`config.mk`:
```
export PLATFORM = sky130hd
export DESIGN_NAME = sram_lane_window
export DESIGN_NICKNAME = d
export VERILOG_FILES = /design/src/hdl/tcm_pkg.sv /design/src/hdl/sram_lane_window.sv
export SDC_FILE = /design/constraint.sdc
export NUM_CORES = 1
export LEC_CHECK = 0
export ABC_AREA = 1
export BUFFER_PORTS_ARGS = -buffer_cell sky130_fd_sc_hd__buf_2
export CORE_AREA = 8 8 91 93
export DETAILED_ROUTE_END_ITERATION = 16
export DIE_AREA = 0 0 99 101
export GPL_TIMING_DRIVEN = 0
export MAX_ROUTING_LAYER = met4
export PLACE_DENSITY_LB_ADDON = 0.05
export SLEW_MARGIN = 15
export SYNTH_ARGS = -nofsm -noshare
export SYNTH_HDL_FRONTEND = slang
export SYNTH_SLANG_ARGS = --single-unit
```
`constraint.sdc`:
```
create_clock -name CLK -period 0.8 [get_ports CLK]
set_input_delay 0.12 -clock CLK [delete_from_list [all_inputs] [get_ports CLK]]
set_output_delay 0.12 -clock CLK [all_outputs]
set_load 0.05 [all_outputs]
```
`src/hdl/tcm_pkg.sv`:
```
/*
 Shared widths, AXI4-Lite channel payloads and enums for the TCM.
 Bus is fixed at 32 data bits; SRAM rows may be 32, 64 or 128 bits wide.
 undef_pattern covers at most row_w_max bits.
*/
package tcm_pkg;

   localparam int axil_addr_w = 32;
   localparam int axil_data_w = 32;
   localparam int axil_strb_w = axil_data_w / 8;  // One strobe per byte
   localparam int row_w_max   = 128;              // Widest supported SRAM row

   // AXI response codes, only the two this target returns
   typedef enum logic [1:0] {
      resp_okay   = 2'b00,
      resp_slverr = 2'b10
   } axil_resp_e;

   typedef enum logic [1:0] {
      st_idle,     // Waiting for AW+W or AR
      st_rd_data,  // SRAM read data valid this cycle
      st_b_resp,   // Write response pending
      st_r_resp    // Read response pending
   } tcm_state_e;

   typedef struct packed {
      logic [axil_addr_w-1:0] addr;
      logic [2:0]             prot;  // Not used by the TCM
   } axil_aw_t;

   typedef axil_aw_t axil_ar_t;      // Same fields as AW

   typedef struct packed {
      logic [axil_data_w-1:0] data;
      logic [axil_strb_w-1:0] strb;
   } axil_w_t;

   typedef struct packed {
      axil_resp_e resp;
   } axil_b_t;

   typedef struct packed {
      logic [axil_data_w-1:0] data;
      axil_resp_e             resp;
   } axil_r_t;

   // Word request, slave to lane window
   typedef struct packed {
      logic                   re;
      logic [axil_strb_w-1:0] we;         // Byte enables, zero when no write
      logic [axil_addr_w-1:0] word_addr;  // Word index, trimmed in the window
      logic [axil_data_w-1:0] wdata;
   } sram_req_t;

   // Alternating 01 pairs in the low width bits, upper bits zero
   function automatic logic [row_w_max-1:0] undef_pattern(input int unsigned width);
      logic [row_w_max-1:0] p;
      p = '0;
      for (int i = 0; i < row_w_max; i += 2)
      begin
         if (i < width)
            p[i] = 1'b1;
      end
      return p;
   endfunction

endpackage

```
`src/hdl/sram_lane_window.sv`:
```
/*
 Maps 32-bit word requests onto SRAM rows of ROW_W bits.
 Low word-index bits pick the lane, the rest the row; upper bits are dropped,
 so range checks belong upstream. Request path is combinational.
*/
`timescale 1ns/1ns

module sram_lane_window import tcm_pkg::*;
#(
   parameter int ROW_W  = 64,
   parameter int ROW_AW = 8
)
(
   input  logic                   CLK,
   input  logic                   rst,
   input  sram_req_t              req,
   output logic [axil_data_w-1:0] rdata,
   output logic                   ram_re,
   output logic [ROW_W/8-1:0]     ram_we,
   output logic [ROW_AW-1:0]      ram_addr,
   output logic [ROW_W-1:0]       ram_din,
   input  logic [ROW_W-1:0]       ram_dout
);

   localparam int lanes     = ROW_W / axil_data_w;
   localparam int lane_sh   = $clog2(lanes);              // 0 for a single lane
   localparam int lane_bits = (lanes > 1) ? lane_sh : 1;  // Keep a legal width
   localparam int word_aw   = ROW_AW + lane_sh;

   logic [word_aw-1:0]   word_idx;
   logic [lane_bits-1:0] lane;    // Lane of the current request
   logic [lane_bits-1:0] lane_q;  // Lane of the last read

   assign word_idx = req.word_addr[word_aw-1:0];  // Drop unused upper bits
   assign ram_addr = word_idx[word_aw-1 -: ROW_AW];
   assign ram_re   = req.re;

   generate
      if (lanes > 1)
      begin : g_multi
         assign lane = word_idx[lane_bits-1:0];
      end
      else
      begin : g_single
         assign lane = '0;  // Row is one word
      end
   endgenerate

   // Strobes land only in the selected lane, data goes to all lanes
   always_comb
   begin
      for (int l = 0; l < lanes; l++)
      begin
         ram_we[l*axil_strb_w +: axil_strb_w] = (lane == lane_bits'(l)) ? req.we : '0;
         ram_din[l*axil_data_w +: axil_data_w] = req.wdata;
      end
   end

   // Read lane follows the address of the read itself
   always_ff @(posedge CLK)
   begin
      if (rst)
         lane_q <= '0;
      else if (req.re)
         lane_q <= lane;
   end

   assign rdata = ram_dout[lane_q*axil_data_w +: axil_data_w];

endmodule

```
==> flow_metrics.env <==
export IMPL_via_per_inst=3.73
export IMPL_power_density_mw_per_mm2=1060
export IMPL_grt_max_degree=11
export IMPL_slew_violations=0
export IMPL_finalHoldViolCount=0
export IMPL_cp_data_arrival_time_ns=0.96
export IMPL_ff2ff_path_depth=4
export IMPL_synthSimpleGateAreaFrac_pct=13.7
export IMPL_dieArea_mm2=0.0100
export IMPL_synthTopCellsByCount="buf_4 (73), inv_1 (42), nand2_1 (38), o21ai_2 (20), o21ai_0 (8)"
export IMPL_cap_violations=0
export IMPL_start_util_pct=17.3
export IMPL_crit_fanout=10
export IMPL_grt_pass1_vias=1892
export IMPL_core_area_mm2=0.00694
export IMPL_ir_drop_uv=503
export IMPL_hp_class="in2reg"
export IMPL_worst_slack_ns=-0.284
export IMPL_final_setup_viol_count=33
export IMPL_synth_edf_count=0
export IMPL_period_needed_ns=1.08
export IMPL_nNetsFinal=525
export IMPL_syn_area_mm2=0.00120
export IMPL_grtUsageTotal_pct=11.3
export IMPL_synth_compound_area_share_pct=19.5
export IMPL_tightest_slew_ns=0.264
export IMPL_synth_area_per_cell_um2=6.02
export IMPL_syn_num_nets=335
export IMPL_hold_depth=4
export IMPL_largestRegisters="lane_q (1)"
export IMPL_post_synth_top_count_cell="buf_4"
export IMPL_grt_use_met2_pct=22.7
export IMPL_worst_hold_slack_ns=0.349
export IMPL_wl_per_cell_um=13.4
export IMPL_drive_gt1_share_pct=81.4
export IMPL_place_ws_ns=-0.477
export IMPL_overflow=0
export IMPL_dp_cells=465
export IMPL_fmax_mhz=923
export IMPL_dr_total_vias=1755
export IMPL_die_h_um=101
export IMPL_violations="setup timing"
export IMPL_gp_congestion=0.784
export IMPL_ant_nets=0
export IMPL_synth_top_family_by_area="buffers and inverters"
export IMPL_dr_pass1_iters=3
export IMPL_fin_worst_skew_ns=0
export IMPL_insertion_delay_ns=0
export IMPL_use_met1_pct=10.5
export IMPL_maxSlewHeadroom_pct=82.5
export IMPL_antenna_found_initial=0
export IMPL_io_buffers=183
export IMPL_drt_iter0_drc=10
export IMPL_synth_area_leaders="buf_4 (46%), o21ai_2 (15%), inv_1 (13%), nand2_1 (12%), buf_6 (5.6%)"
export IMPL_yosysSeqAreaShare_pct=1.66
export IMPL_synth_async_reset_ratio_pct=0
export IMPL_end_kind="output port"
export IMPL_synth_top_cell_by_area="buf_4"
export IMPL_postCtsHoldBufs=0
export IMPL_synthMuxAreaShare_pct=0
export IMPL_area_growth_syn_to_layout_pct=147
export IMPL_outcome="complete, but fails checks"
export IMPL_yosysTopAreaCellShare_pct=45.5
export IMPL_largest_register_ffs=1
export IMPL_final_cells=471
export IMPL_gr_max_usage_layer="met2"
export IMPL_dp_hpwl_mm=5.66
export IMPL_rows=31
export IMPL_rsz0062_at_grt="true"
export IMPL_yosys_warnings=0
export IMPL_critPathLaunchType="flip-flop"
export IMPL_final_util_pct=42.7
export IMPL_ys_ff_latch=1
export IMPL_synthAdderAreaFrac_pct=0
export IMPL_grt_pass1_wl_mm=9.17
export IMPL_synthCells=200
export IMPL_ios=248
export IMPL_ys_flop_type="dfxtp_1"
export IMPL_drc=0
export IMPL_fill_cells=717
export IMPL_fin_crit_sh_pct=135
export IMPL_regMostFlops="lane_q"
export IMPL_crit_type="reg2out"
export IMPL_path_clk_slew_ns=0
export IMPL_met3_usage_pct=4.35
export IMPL_synth_cell_type_count=10
export IMPL_synth_xor_area_share_pct=0
export IMPL_cp_data_required_time_ns=0.68
export IMPL_p_leak_nw=1.76
export IMPL_die_x_um=99
export IMPL_wl_mm=6.30
cell type report:
| class | instances | area [um2] | area share, % |
|---|---|---|---|
| Inverter | 42 | 158 | 5.31 |
| Antenna cell | 1 | 2.50 | 0.0843 |
| Tap cell | 82 | 103 | 3.46 |
| Multi-Input combinational cell | 76 | 758 | 25.5 |
| Timing Repair Buffer | 190 | 1290 | 43.5 |
| Sequential cell | 1 | 23.8 | 0.801 |
| Buffer | 79 | 633 | 21.3 |
critical path: stages, from the launching register on:
cell and delay (ns):
dfxtp_4 0.34, clkbuf_16 0.16, buf_12 0.15, o21ai_4 0.13
buf_6 0.17
final timing paths:
| path | start | slack (ns) | end |
|---|---|---|---|
| max | lane_q | -0.28 | rdata[21] |
| min | rst | 0.35 | lane_q |
| max reg2reg | lane_q | -0.10 | lane_q |
| min reg2reg | lane_q | 0.81 | lane_q |
power by group:
group          leakage (nW)   internal [W]  switching (W)      total (W)
Sequential          0.00892      0.0000538     0.00000613      0.0000599
Combinational          1.75        0.00114        0.00194        0.00308
Clock            0.00000634  0.00000000334              0  0.00000000334
Total                  1.76        0.00120        0.00194        0.00314
what timing repair did:
action	CTS	global route
pin swaps	0	3
setup endpoints to repair	40	37
setup buffers	4	0
cloned	2	1
gates resized for setup	88	23
layer usage:
layer	wire length, um	share of wire, %
met1	2190	35
met2	3390	54
met3	719	11
met4	0	0
met5	0	0
placed cells by master, fill, tap and decap left out:
cell type and count:
buf_12 3, buf_16 1, buf_2 145, buf_4 79, buf_6 21, buf_8 15, clkbuf_16 1, clkbuf_4 4
dfxtp_4 1, diode_2 1, inv_1 42, nand2_1 29, nand2_2 1, nand2_4 8, nor2_1 1, nor2_2 1
nor2_4 4, o21ai_2 3, o21ai_4 29
logic make-up (layout without fill, tap and decap cells):
| logic type | after synthesis | in the layout |
|---|---|---|
| buffers and inverters | 123 | 311 |
| AND/OR/NAND/NOR | 44 | 44 |
| AO/OA/AOI/OAI | 32 | 32 |
| flip-flops | 1 | 1 |
| other | 0 | 1 |
metrics by stage:
| stage | setup TNS [ns] | total power [W] | area [um2] |
|---|---|---|---|
| 2_1_floorplan | -7.52 | 0.00220 | 1530 |
| 3_3_place_gp | -14.22 | 0.00277 | 2540 |
| 3_5_place_dp | -14.29 | 0.00278 | 2540 |
| 4_1_cts | -8.33 | 0.00309 | 2850 |
| 5_1_grt | -9.36 | 0.00328 | 2970 |
| 6_report | -8.30 | 0.00314 | 2970 |
No activity file was read; power rests on OpenSTA's default activity.
