$ cat config.mk
export PLATFORM = sky130hd
export DESIGN_NAME = tcm_axil_slave
export DESIGN_NICKNAME = d
export VERILOG_FILES = /design/src/hdl/tcm_pkg.sv /design/src/hdl/tcm_axil_slave.sv
export SDC_FILE = /design/constraint.sdc
export NUM_CORES = 1
export LEC_CHECK = 0
export BUFFER_PORTS_ARGS = -buffer_cell sky130_fd_sc_hd__buf_2
export CORE_AREA = 2 2 99 101
export CTS_CLUSTER_DIAMETER = 40
export DETAILED_ROUTE_END_ITERATION = 6
export DIE_AREA = 0 0 101 103
export SLEW_MARGIN = 20
export SYNTH_ARGS = -nofsm -noshare
export SYNTH_HDL_FRONTEND = slang
export SYNTH_SLANG_ARGS = --single-unit
export TNS_END_PERCENT = 20
$ cat constraint.sdc
create_clock -name CLK -period 1.75 [get_ports CLK]
set_input_delay 0.35 -clock CLK [delete_from_list [all_inputs] [get_ports CLK]]
set_output_delay 0.35 -clock CLK [all_outputs]
set_load 0.005 [all_outputs]
$ cat src/hdl/tcm_pkg.sv
/*
 Shared widths, AXI4-Lite channel payloads and enums for the TCM.
 Bus is fixed at 32 data bits; SRAM rows may be 32, 64 or 128 bits wide.
 undef_pattern covers at most row_w_max bits.
*/
package tcm_pkg;

   localparam int axil_addr_w = 32;
   localparam int axil_data_w = 32;
   localparam int axil_strb_w = axil_data_w / 8;  // One strobe per byte
   localparam int row_w_max   = 128;              // Widest supported SRAM row

   // AXI response codes, only the two this target returns
   typedef enum logic [1:0] {
      resp_okay   = 2'b00,
      resp_slverr = 2'b10
   } axil_resp_e;

   typedef enum logic [1:0] {
      st_idle,     // Waiting for AW+W or AR
      st_rd_data,  // SRAM read data valid this cycle
      st_b_resp,   // Write response pending
      st_r_resp    // Read response pending
   } tcm_state_e;

   typedef struct packed {
      logic [axil_addr_w-1:0] addr;
      logic [2:0]             prot;  // Not used by the TCM
   } axil_aw_t;

   typedef axil_aw_t axil_ar_t;      // Same fields as AW

   typedef struct packed {
      logic [axil_data_w-1:0] data;
      logic [axil_strb_w-1:0] strb;
   } axil_w_t;

   typedef struct packed {
      axil_resp_e resp;
   } axil_b_t;

   typedef struct packed {
      logic [axil_data_w-1:0] data;
      axil_resp_e             resp;
   } axil_r_t;

   // Word request, slave to lane window
   typedef struct packed {
      logic                   re;
      logic [axil_strb_w-1:0] we;         // Byte enables, zero when no write
      logic [axil_addr_w-1:0] word_addr;  // Word index, trimmed in the window
      logic [axil_data_w-1:0] wdata;
   } sram_req_t;

   // Alternating 01 pairs in the low width bits, upper bits zero
   function automatic logic [row_w_max-1:0] undef_pattern(input int unsigned width);
      logic [row_w_max-1:0] p;
      p = '0;
      for (int i = 0; i < row_w_max; i += 2)
      begin
         if (i < width)
            p[i] = 1'b1;
      end
      return p;
   endfunction

endpackage

$ cat src/hdl/tcm_axil_slave.sv
/*
 AXI4-Lite target for the TCM, one transaction in flight, no bursts.
 AW and W are taken together only; write wins over a same-cycle AR.
 Addresses at or past the memory size get SLVERR and touch no SRAM.
 AXPROT is ignored.
*/
`timescale 1ns/1ns

module tcm_axil_slave import tcm_pkg::*;
#(
   parameter int ROW_W  = 64,
   parameter int ROW_AW = 8
)
(
   input  logic                   CLK,
   input  logic                   rst,
   // Write address
   input  logic                   aw_valid,
   output logic                   aw_ready,
   input  axil_aw_t               aw,
   // Write data
   input  logic                   w_valid,
   output logic                   w_ready,
   input  axil_w_t                w,
   // Write response
   output logic                   b_valid,
   input  logic                   b_ready,
   output axil_b_t                b,
   // Read address
   input  logic                   ar_valid,
   output logic                   ar_ready,
   input  axil_ar_t               ar,
   // Read data
   output logic                   r_valid,
   input  logic                   r_ready,
   output axil_r_t                r,
   // SRAM side, through the lane window
   output sram_req_t              req,
   input  logic [axil_data_w-1:0] rdata
);

   localparam int word_aw = ROW_AW + $clog2(ROW_W / axil_data_w);
   // Memory size in bytes, 4 bytes per word
   localparam logic [63:0] mem_bytes = 64'd4 << word_aw;

   tcm_state_e state;
   axil_b_t    b_q;     // Held write response
   axil_r_t    r_q;     // Held read response

   logic wr_acc;        // AW and W handshake this cycle
   logic rd_acc;        // AR handshake this cycle
   logic aw_in_range;
   logic ar_in_range;

   // Range checks on the byte address
   assign aw_in_range = (64'(aw.addr) < mem_bytes);
   assign ar_in_range = (64'(ar.addr) < mem_bytes);

   // Accepts only in idle; write first
   assign wr_acc = (state == st_idle) && aw_valid && w_valid;
   assign rd_acc = (state == st_idle) && ar_valid && !(aw_valid && w_valid);

   assign aw_ready = wr_acc;  // Rise together with W
   assign w_ready  = wr_acc;
   assign ar_ready = rd_acc;

   // SRAM request, same cycle as the accept
   always_comb
   begin
      req.re    = rd_acc && ar_in_range;  // No read for a bad address
      req.we    = (wr_acc && aw_in_range) ? w.strb : '0;
      req.wdata = w.data;
      // Byte address to word index
      if (wr_acc)
         req.word_addr = {2'b00, aw.addr[axil_addr_w-1:2]};
      else
         req.word_addr = {2'b00, ar.addr[axil_addr_w-1:2]};
   end

   // Control FSM
   always_ff @(posedge CLK)
   begin
      if (rst)
      begin
         state <= st_idle;
      end
      else
      begin
         case (state)
            st_idle:
            begin
               if (wr_acc)
                  state <= st_b_resp;       // SRAM write already done
               else if (rd_acc && ar_in_range)
                  state <= st_rd_data;      // Wait for SRAM latency
               else if (rd_acc)
                  state <= st_r_resp;       // Error read, no SRAM access
            end
            st_rd_data:
            begin
               state <= st_r_resp;
            end
            st_b_resp:
            begin
               if (b_ready)
                  state <= st_idle;
            end
            st_r_resp:
            begin
               if (r_ready)
                  state <= st_idle;
            end
            default:
            begin
               state <= st_idle;
            end
         endcase
      end
   end

   // Write response payload
   always_ff @(posedge CLK)
   begin
      if (wr_acc)
         b_q.resp <= aw_in_range ? resp_okay : resp_slverr;
   end

   // Read response payload
   always_ff @(posedge CLK)
   begin
      if (rd_acc && !ar_in_range)
      begin
         r_q.data <= '0;          // Error reads return zero
         r_q.resp <= resp_slverr;
      end
      else if (state == st_rd_data)
      begin
         r_q.data <= rdata;       // Selected lane of the SRAM row
         r_q.resp <= resp_okay;
      end
   end

   // Valids decode from state, payloads held until ready
   assign b_valid = (state == st_b_resp);
   assign r_valid = (state == st_r_resp);
   assign b       = b_q;
   assign r       = r_q;

endmodule

==> reports/qor.txt, run 1 <==
Filler instances: 1006
Remaining DRCs: 0
Sequential area share after synthesis: 33.9%
Synth area leaders: dfxtp_1 33%, mux2_2 17%, mux2i_1 15%, buf_4 13%, nor2_1 4.2%
RR Startpoint: state[1]$_SDFFE_PP0P_
Post-synth top flop: dfxtp_1
Max-cap viol count: 0
Share of cells above drive strength 1: 69.4%
HPWL Detailed: 5500 um
Minimum clock period: 2.03 ns
CTS Hold Bufs: 0
Starting density of the core: 22.8%
Seq. cell area: 733 sq um
Seq cells post-synth: 36
DP Worst Slack: -0.241 ns
Clk Latency, worst-skew pair: 0.28 ns
RSZ-0062 raised after global routing: yes
H-tree levels: 2
Pleak: 1.65 nW
Post-Synthesis Cells: 218
Final setup vio count: 35
Hold WC Path Type: input port to register
Final Cycle Share: 116%
Gpl congestion: 0.721
Root buffer cell: clkbuf_8
Required @ worst endpoint: 1.40 ns
Clock sink count: 36
DIE WIDTH: 101 um
Worst Skew: 0.000999 ns
CP startpoint: state[0]$_SDFFE_PP0P_
Initial antenna violation count: 0
Max-slew violation count: 0
Most common cell in the netlist: buf_4
Async S/R FF share, synth: 0%
DRT iter0 DRCs: 58
Startpoint types: register
Vias: 2084
Synthesized area per cell: 9.89 sq um
Area after DPL: 0.00305 sq mm
Num rows: 36
Post-synth EDFFs: 1
Failing checks: negative setup slack
Global route overflow: 0
Top-Level Pins: 255
Cell taking the most area after synthesis: dfxtp_1
First-pass GRT wire length: 9340 um
Final WL: 6580 um
Post-DRT Antenna Nets: 0
Via count of the first global-routing pass: 1970
Fin nets: 526
Clock Pin Slew Worst Setup and Hold Paths: 0.07 ns
CP Class: register to output port
Final instance area: 0.00327 sq mm
Yosys top cell area share: 32.5%
Synth warn: 0
Die footprint: 0.0104 sq mm
CTS tree: yes
Number of vias per cell: 4.20
Die Y: 103 um
HP Start: rst
Hold Vio Cnt, Final: 0
Setup crit end kind: output port
Largest net degree at the start of global routing: 34
Drt first pass iters: 3
Setup ws final: -0.275 ns
Area growth from synthesis to layout: 51.8%
Cell area after synthesis: 0.00216 sq mm
Setup_tns: -8.26 ns
Multi-input logic area: 0.00113 sq mm
TritonCTS Buffers: 5
Synth unique cells: 29
Worst IR Drop VDD: 0.282 mV
Commonest cells in the netlist: 37 x buf_4, 35 x dfxtp_1, 32 x mux2_2, 32 x mux2i_1, 24 x nor2_1
Port bufs: 176
CORE AREA: 0.00946 sq mm
GRT Total Usage: 11.5%
Critical path peak fanout: 5
Outcome: complete, but fails checks
Power density cells: 774 mW/mm^2
Drt wl/cell: 13.3 um
Clk buf depth: 2
Number of diodes: 0
CP arrival: 1.68 ns
Max Freq: 494 MHz
-- registers in the layout, summed over array words and instances, names as in the netlist --
signal,flops
state,2
r,33
b,1
-- worst paths after layout --
check                                to  cells past startpoint  slack [ns]
hold / removal    state[0]$_SDFFE_PP0P_                      2        0.25
hold reg to reg       r[1]$_SDFFE_PP1P_                      2        0.46
setup / recovery                req[43]                      5       -0.28
setup reg to reg     r[32]$_SDFFE_PP0P_                      7        0.19
-- cell families (layout without fill, tap and decap cells) --
logic type      after synthesis  in the layout  share of synthesized area, %
other cells                   1              4                         0.174
compound gates                7              7                          2.55
simple gates                 60             60                          15.2
flops                        36             36                          33.9
buf+inv                      50            211                          16.6
mux                          64             64                          31.6
-- report_power, final --
part / switching [mW] / total [mW] / internal [mW]
logic: 0.381 / 0.869 / 0.487
clock network: 0.280 / 0.601 / 0.321
registers: 0.0714 / 1.06 / 0.991
-- cell usage in the layout, fill, tap and decap left out, drive strengths merged, types with 2 or more instances in the layout --
| master | n |
|---|---|
| mux2i | 32 |
| nor3 | 2 |
| mux2 | 32 |
| dfxtp | 35 |
| nor2 | 34 |
| clkbuf | 8 |
| a21oi | 2 |
| nor2b | 2 |
| inv | 4 |
| and2 | 5 |
| nand2 | 3 |
| a211oi | 2 |
| buf | 199 |
| conb | 4 |
| nor4 | 8 |
-- area by class of cell --
cell class / count / area share [%]
multi-input combinational: 135 / 34.6
sequential: 36 / 22.4
timing repair buffer: 200 / 35.4
tap: 114 / 4.36
clock inverter: 1 / 0.191
clock buffer: 7 / 2.64
inverter: 3 / 0.344
-- through the flow --
stage | hold WS (ns) | util, % | power [mW] | std cells
after floorplan | 0.423 | - | 1.54 | 221
after global placement | 0.446 | 32.3 | 1.90 | 485
after detailed placement | 0.448 | 32.3 | 1.92 | 485
after CTS | 0.235 | 34.2 | 2.57 | 495
after global routing | 0.240 | 34.6 | 2.72 | 496
final | 0.247 | 34.6 | 2.53 | 496
-- routing by layer --
metal | part of all wire [%] | vias to the layer above | global-route usage (%)
li1 | - | 1033 | -
met1 | 40 | 914 | 13.4
met2 | 50 | 124 | 20.3
met3 | 6.8 | 13 | 2.10
met4 | 2.9 | 0 | 5.51
met5 | 0 | - | 0
-- critical path: stages (launching register included) --
cell,delay [ns]
dfxtp_2,0.32
or3_4,0.37
buf_6,0.15
buf_12,0.13
mux2_4,0.30
buf_6,0.12
-- timing repair --
| action | CTS | global route |
|---|---|---|
| pin swaps | 5 | 1 |
| gates resized for setup | 13 | 4 |
| cloned | 1 | 1 |
| endpoints found under the setup margin | 36 | 69 |
| setup buffers | 1 | 0 |
Note: power is estimated with default switching activity, not from simulation.
==> inputs of run 2 (changes only) <==
--- a/config.mk
+++ b/config.mk
@@ -10,6 +10,8 @@
 export CTS_CLUSTER_DIAMETER = 40
 export DETAILED_ROUTE_END_ITERATION = 6
 export DIE_AREA = 0 0 101 103
+export RECOVER_POWER = 50
+export REMOVE_ABC_BUFFERS = 1
 export SLEW_MARGIN = 20
 export SYNTH_ARGS = -nofsm -noshare
 export SYNTH_HDL_FRONTEND = slang
==> run 2 against run 1 <==
  * The flow still finishes with violations (negative setup slack)
  * Sequential power about the same
  * Critical path depth unchanged
  * Via count rose by 3.2%
  * Worst hold slack worse by 0.011 ns
  * Utilization rose by 1.1 points
  * Clock skew up 0.0082 ns
  * Sequential cell count unchanged
  * Combinational power is 5.6% higher
  * Global-route usage is 2.5 points higher
  * Final cell count is 1.0% lower
  * Wire length up 19%
  * Largest cell class unchanged
  * Largest power group unchanged
==> reports/qor.txt, run 2 (synthesized netlist as in run 1, its figures left out) <==
Outcome: complete, but fails checks
Failing checks: negative setup slack
Critical path peak fanout: 7
DRT iter0 DRCs: 18
Final Cycle Share: 117%
Largest net degree at the start of global routing: 27
GRT Total Usage: 13.9%
Post-DRT Antenna Nets: 0
Worst IR Drop VDD: 0.294 mV
Top-Level Pins: 255
Port bufs: 176
CP arrival: 1.69 ns
Crit path max-delay family: simple AND/OR/NAND/NOR gates
Final core area utilization: 35.7%
Share of cells above drive strength 1: 66.3%
Min Hold Slack: 0.236 ns
CTS tree: yes
Pleak: 1.67 nW
Max-cap viol count: 0
Number of vias per cell: 4.38
Clk buf depth: 2
Power density cells: 771 mW/mm^2
H-tree levels: 2
Max-slew violation count: 0
Global route overflow: 0
Hold Vio Cnt, Final: 0
Clk Latency, worst-skew pair: 0.28 ns
Total net switching power: 0.739 mW
Num rows: 36
Setup ws final: -0.292 ns
CORE AREA: 0.00946 sq mm
Final instance area: 0.00337 sq mm
Clock sink count: 36
Drt first pass iters: 4
Crit-path slowest cell: or3_4
Comb pwr share: 35.3%
Slowest stage delay, CP: 0.43 ns
WP buf/inv: 3
Root buffer cell: clkbuf_8
TritonCTS Buffers: 5
Initial antenna violation count: 0
Cell Chain, Critical Path: or3_4 > inv_6 > buf_12 > mux2_4 > buf_6
Clock Pin Slew Worst Setup and Hold Paths: 0.07 ns
Commonest non-fill, non-tap cell in the layout: buf_2
Final setup vio count: 36
Worst Skew: 0.00925 ns
Post-Place Cells: 482
DP Worst Slack: -0.340 ns
Gpl congestion: 0.794
Vias: 2151
Via count of the first global-routing pass: 2004
Die footprint: 0.0104 sq mm
Sw Share: 28.4%
Flop pwr share: 41.0%
Final Non-Filler Cells: 491
Required @ worst endpoint: 1.40 ns
Fin nets: 522
Starting density of the core: 22.8%
Area after DPL: 0.00303 sq mm
Commonest cells after routing, fill and taps aside: 147 x buf_2, 33 x dfxtp_1, 32 x mux2i_1
Hold WC Path Type: input port to register
Largest register FFs: 33
Max Freq: 490 MHz
Die Y: 103 um
HPWL Detailed: 6530 um
First-pass GRT wire length: 10600 um
Startpoint types: register
Final WL: 7830 um
Area growth from synthesis to layout: 56.5%
CP Class: register to output port
Drt wl/cell: 15.9 um
Minimum clock period: 2.04 ns
Remaining DRCs: 0
CTS Hold Bufs: 0
DIE WIDTH: 101 um
Number of diodes: 0
Setup crit end kind: output port
Int Pwr: 1.86 mW
RSZ-0062 raised after global routing: yes
Part of the power in the clock network: 23.7%
-- run 2: power groups by stage --
stage / Combinational, mW / Clock (mW) / Sequential [mW]
3_5_place_dp: 0.848 / 0 / 1.08
5_1_grt: 1.02 / 0.702 / 1.08
4_1_cts: 0.935 / 0.661 / 1.06
2_1_floorplan: 0.357 / 0 / 1.10
6_report: 0.918 / 0.617 / 1.07
3_3_place_gp: 0.840 / 0 / 1.07
-- run 2: per-layer routing --
layer,up-vias,share of wire [%],track usage [%]
met5,-,0.59,4.81
li1,1025,-,-
met4,2,0.75,2.81
met3,7,13,7.80
met1,952,41,16.5
met2,165,45,21.8
-- run 2: final timing paths --
kind                            slack, ns                    end             startpoint  depth (start not counted)
worst max-delay path                -0.29                req[35]  state[0]$_SDFFE_PP0P_                          5
worst min-delay path                 0.24  state[0]$_SDFFE_PP0P_                    rst                          2
worst max register to register       0.25      r[7]$_SDFFE_PP0P_  state[0]$_SDFFE_PP0P_                          6
worst min register to register       0.46      r[1]$_SDFFE_PP1P_      r[1]$_SDFFE_PP1P_                          2
-- run 2: timing repair --
| action | 4_1_cts | 5_1_grt |
|---|---|---|
| cloned | 1 | 0 |
| resized for setup | 39 | 9 |
| buffers inserted | 1 | 0 |
| pin swaps | 5 | 2 |
| endpoints found under the setup margin | 38 | 38 |
-- run 2: metrics by stage --
step	total power, mW	TNS, ns
floorplan	1.46	-46.35
global placement	1.91	-7.09
detailed placement	1.93	-7.33
CTS	2.66	-9.44
global route	2.80	-11.07
finish	2.60	-8.74
-- run 2: final cells by class --
class / count / area [sq um]
well taps: 114 / 143
clock buffers: 7 / 96.3
multi-input cells: 135 / 1170
fillers: 1013 / 6080
inverters: 3 / 16.3
repair buffers: 196 / 1220
flip-flops and latches: 36 / 733
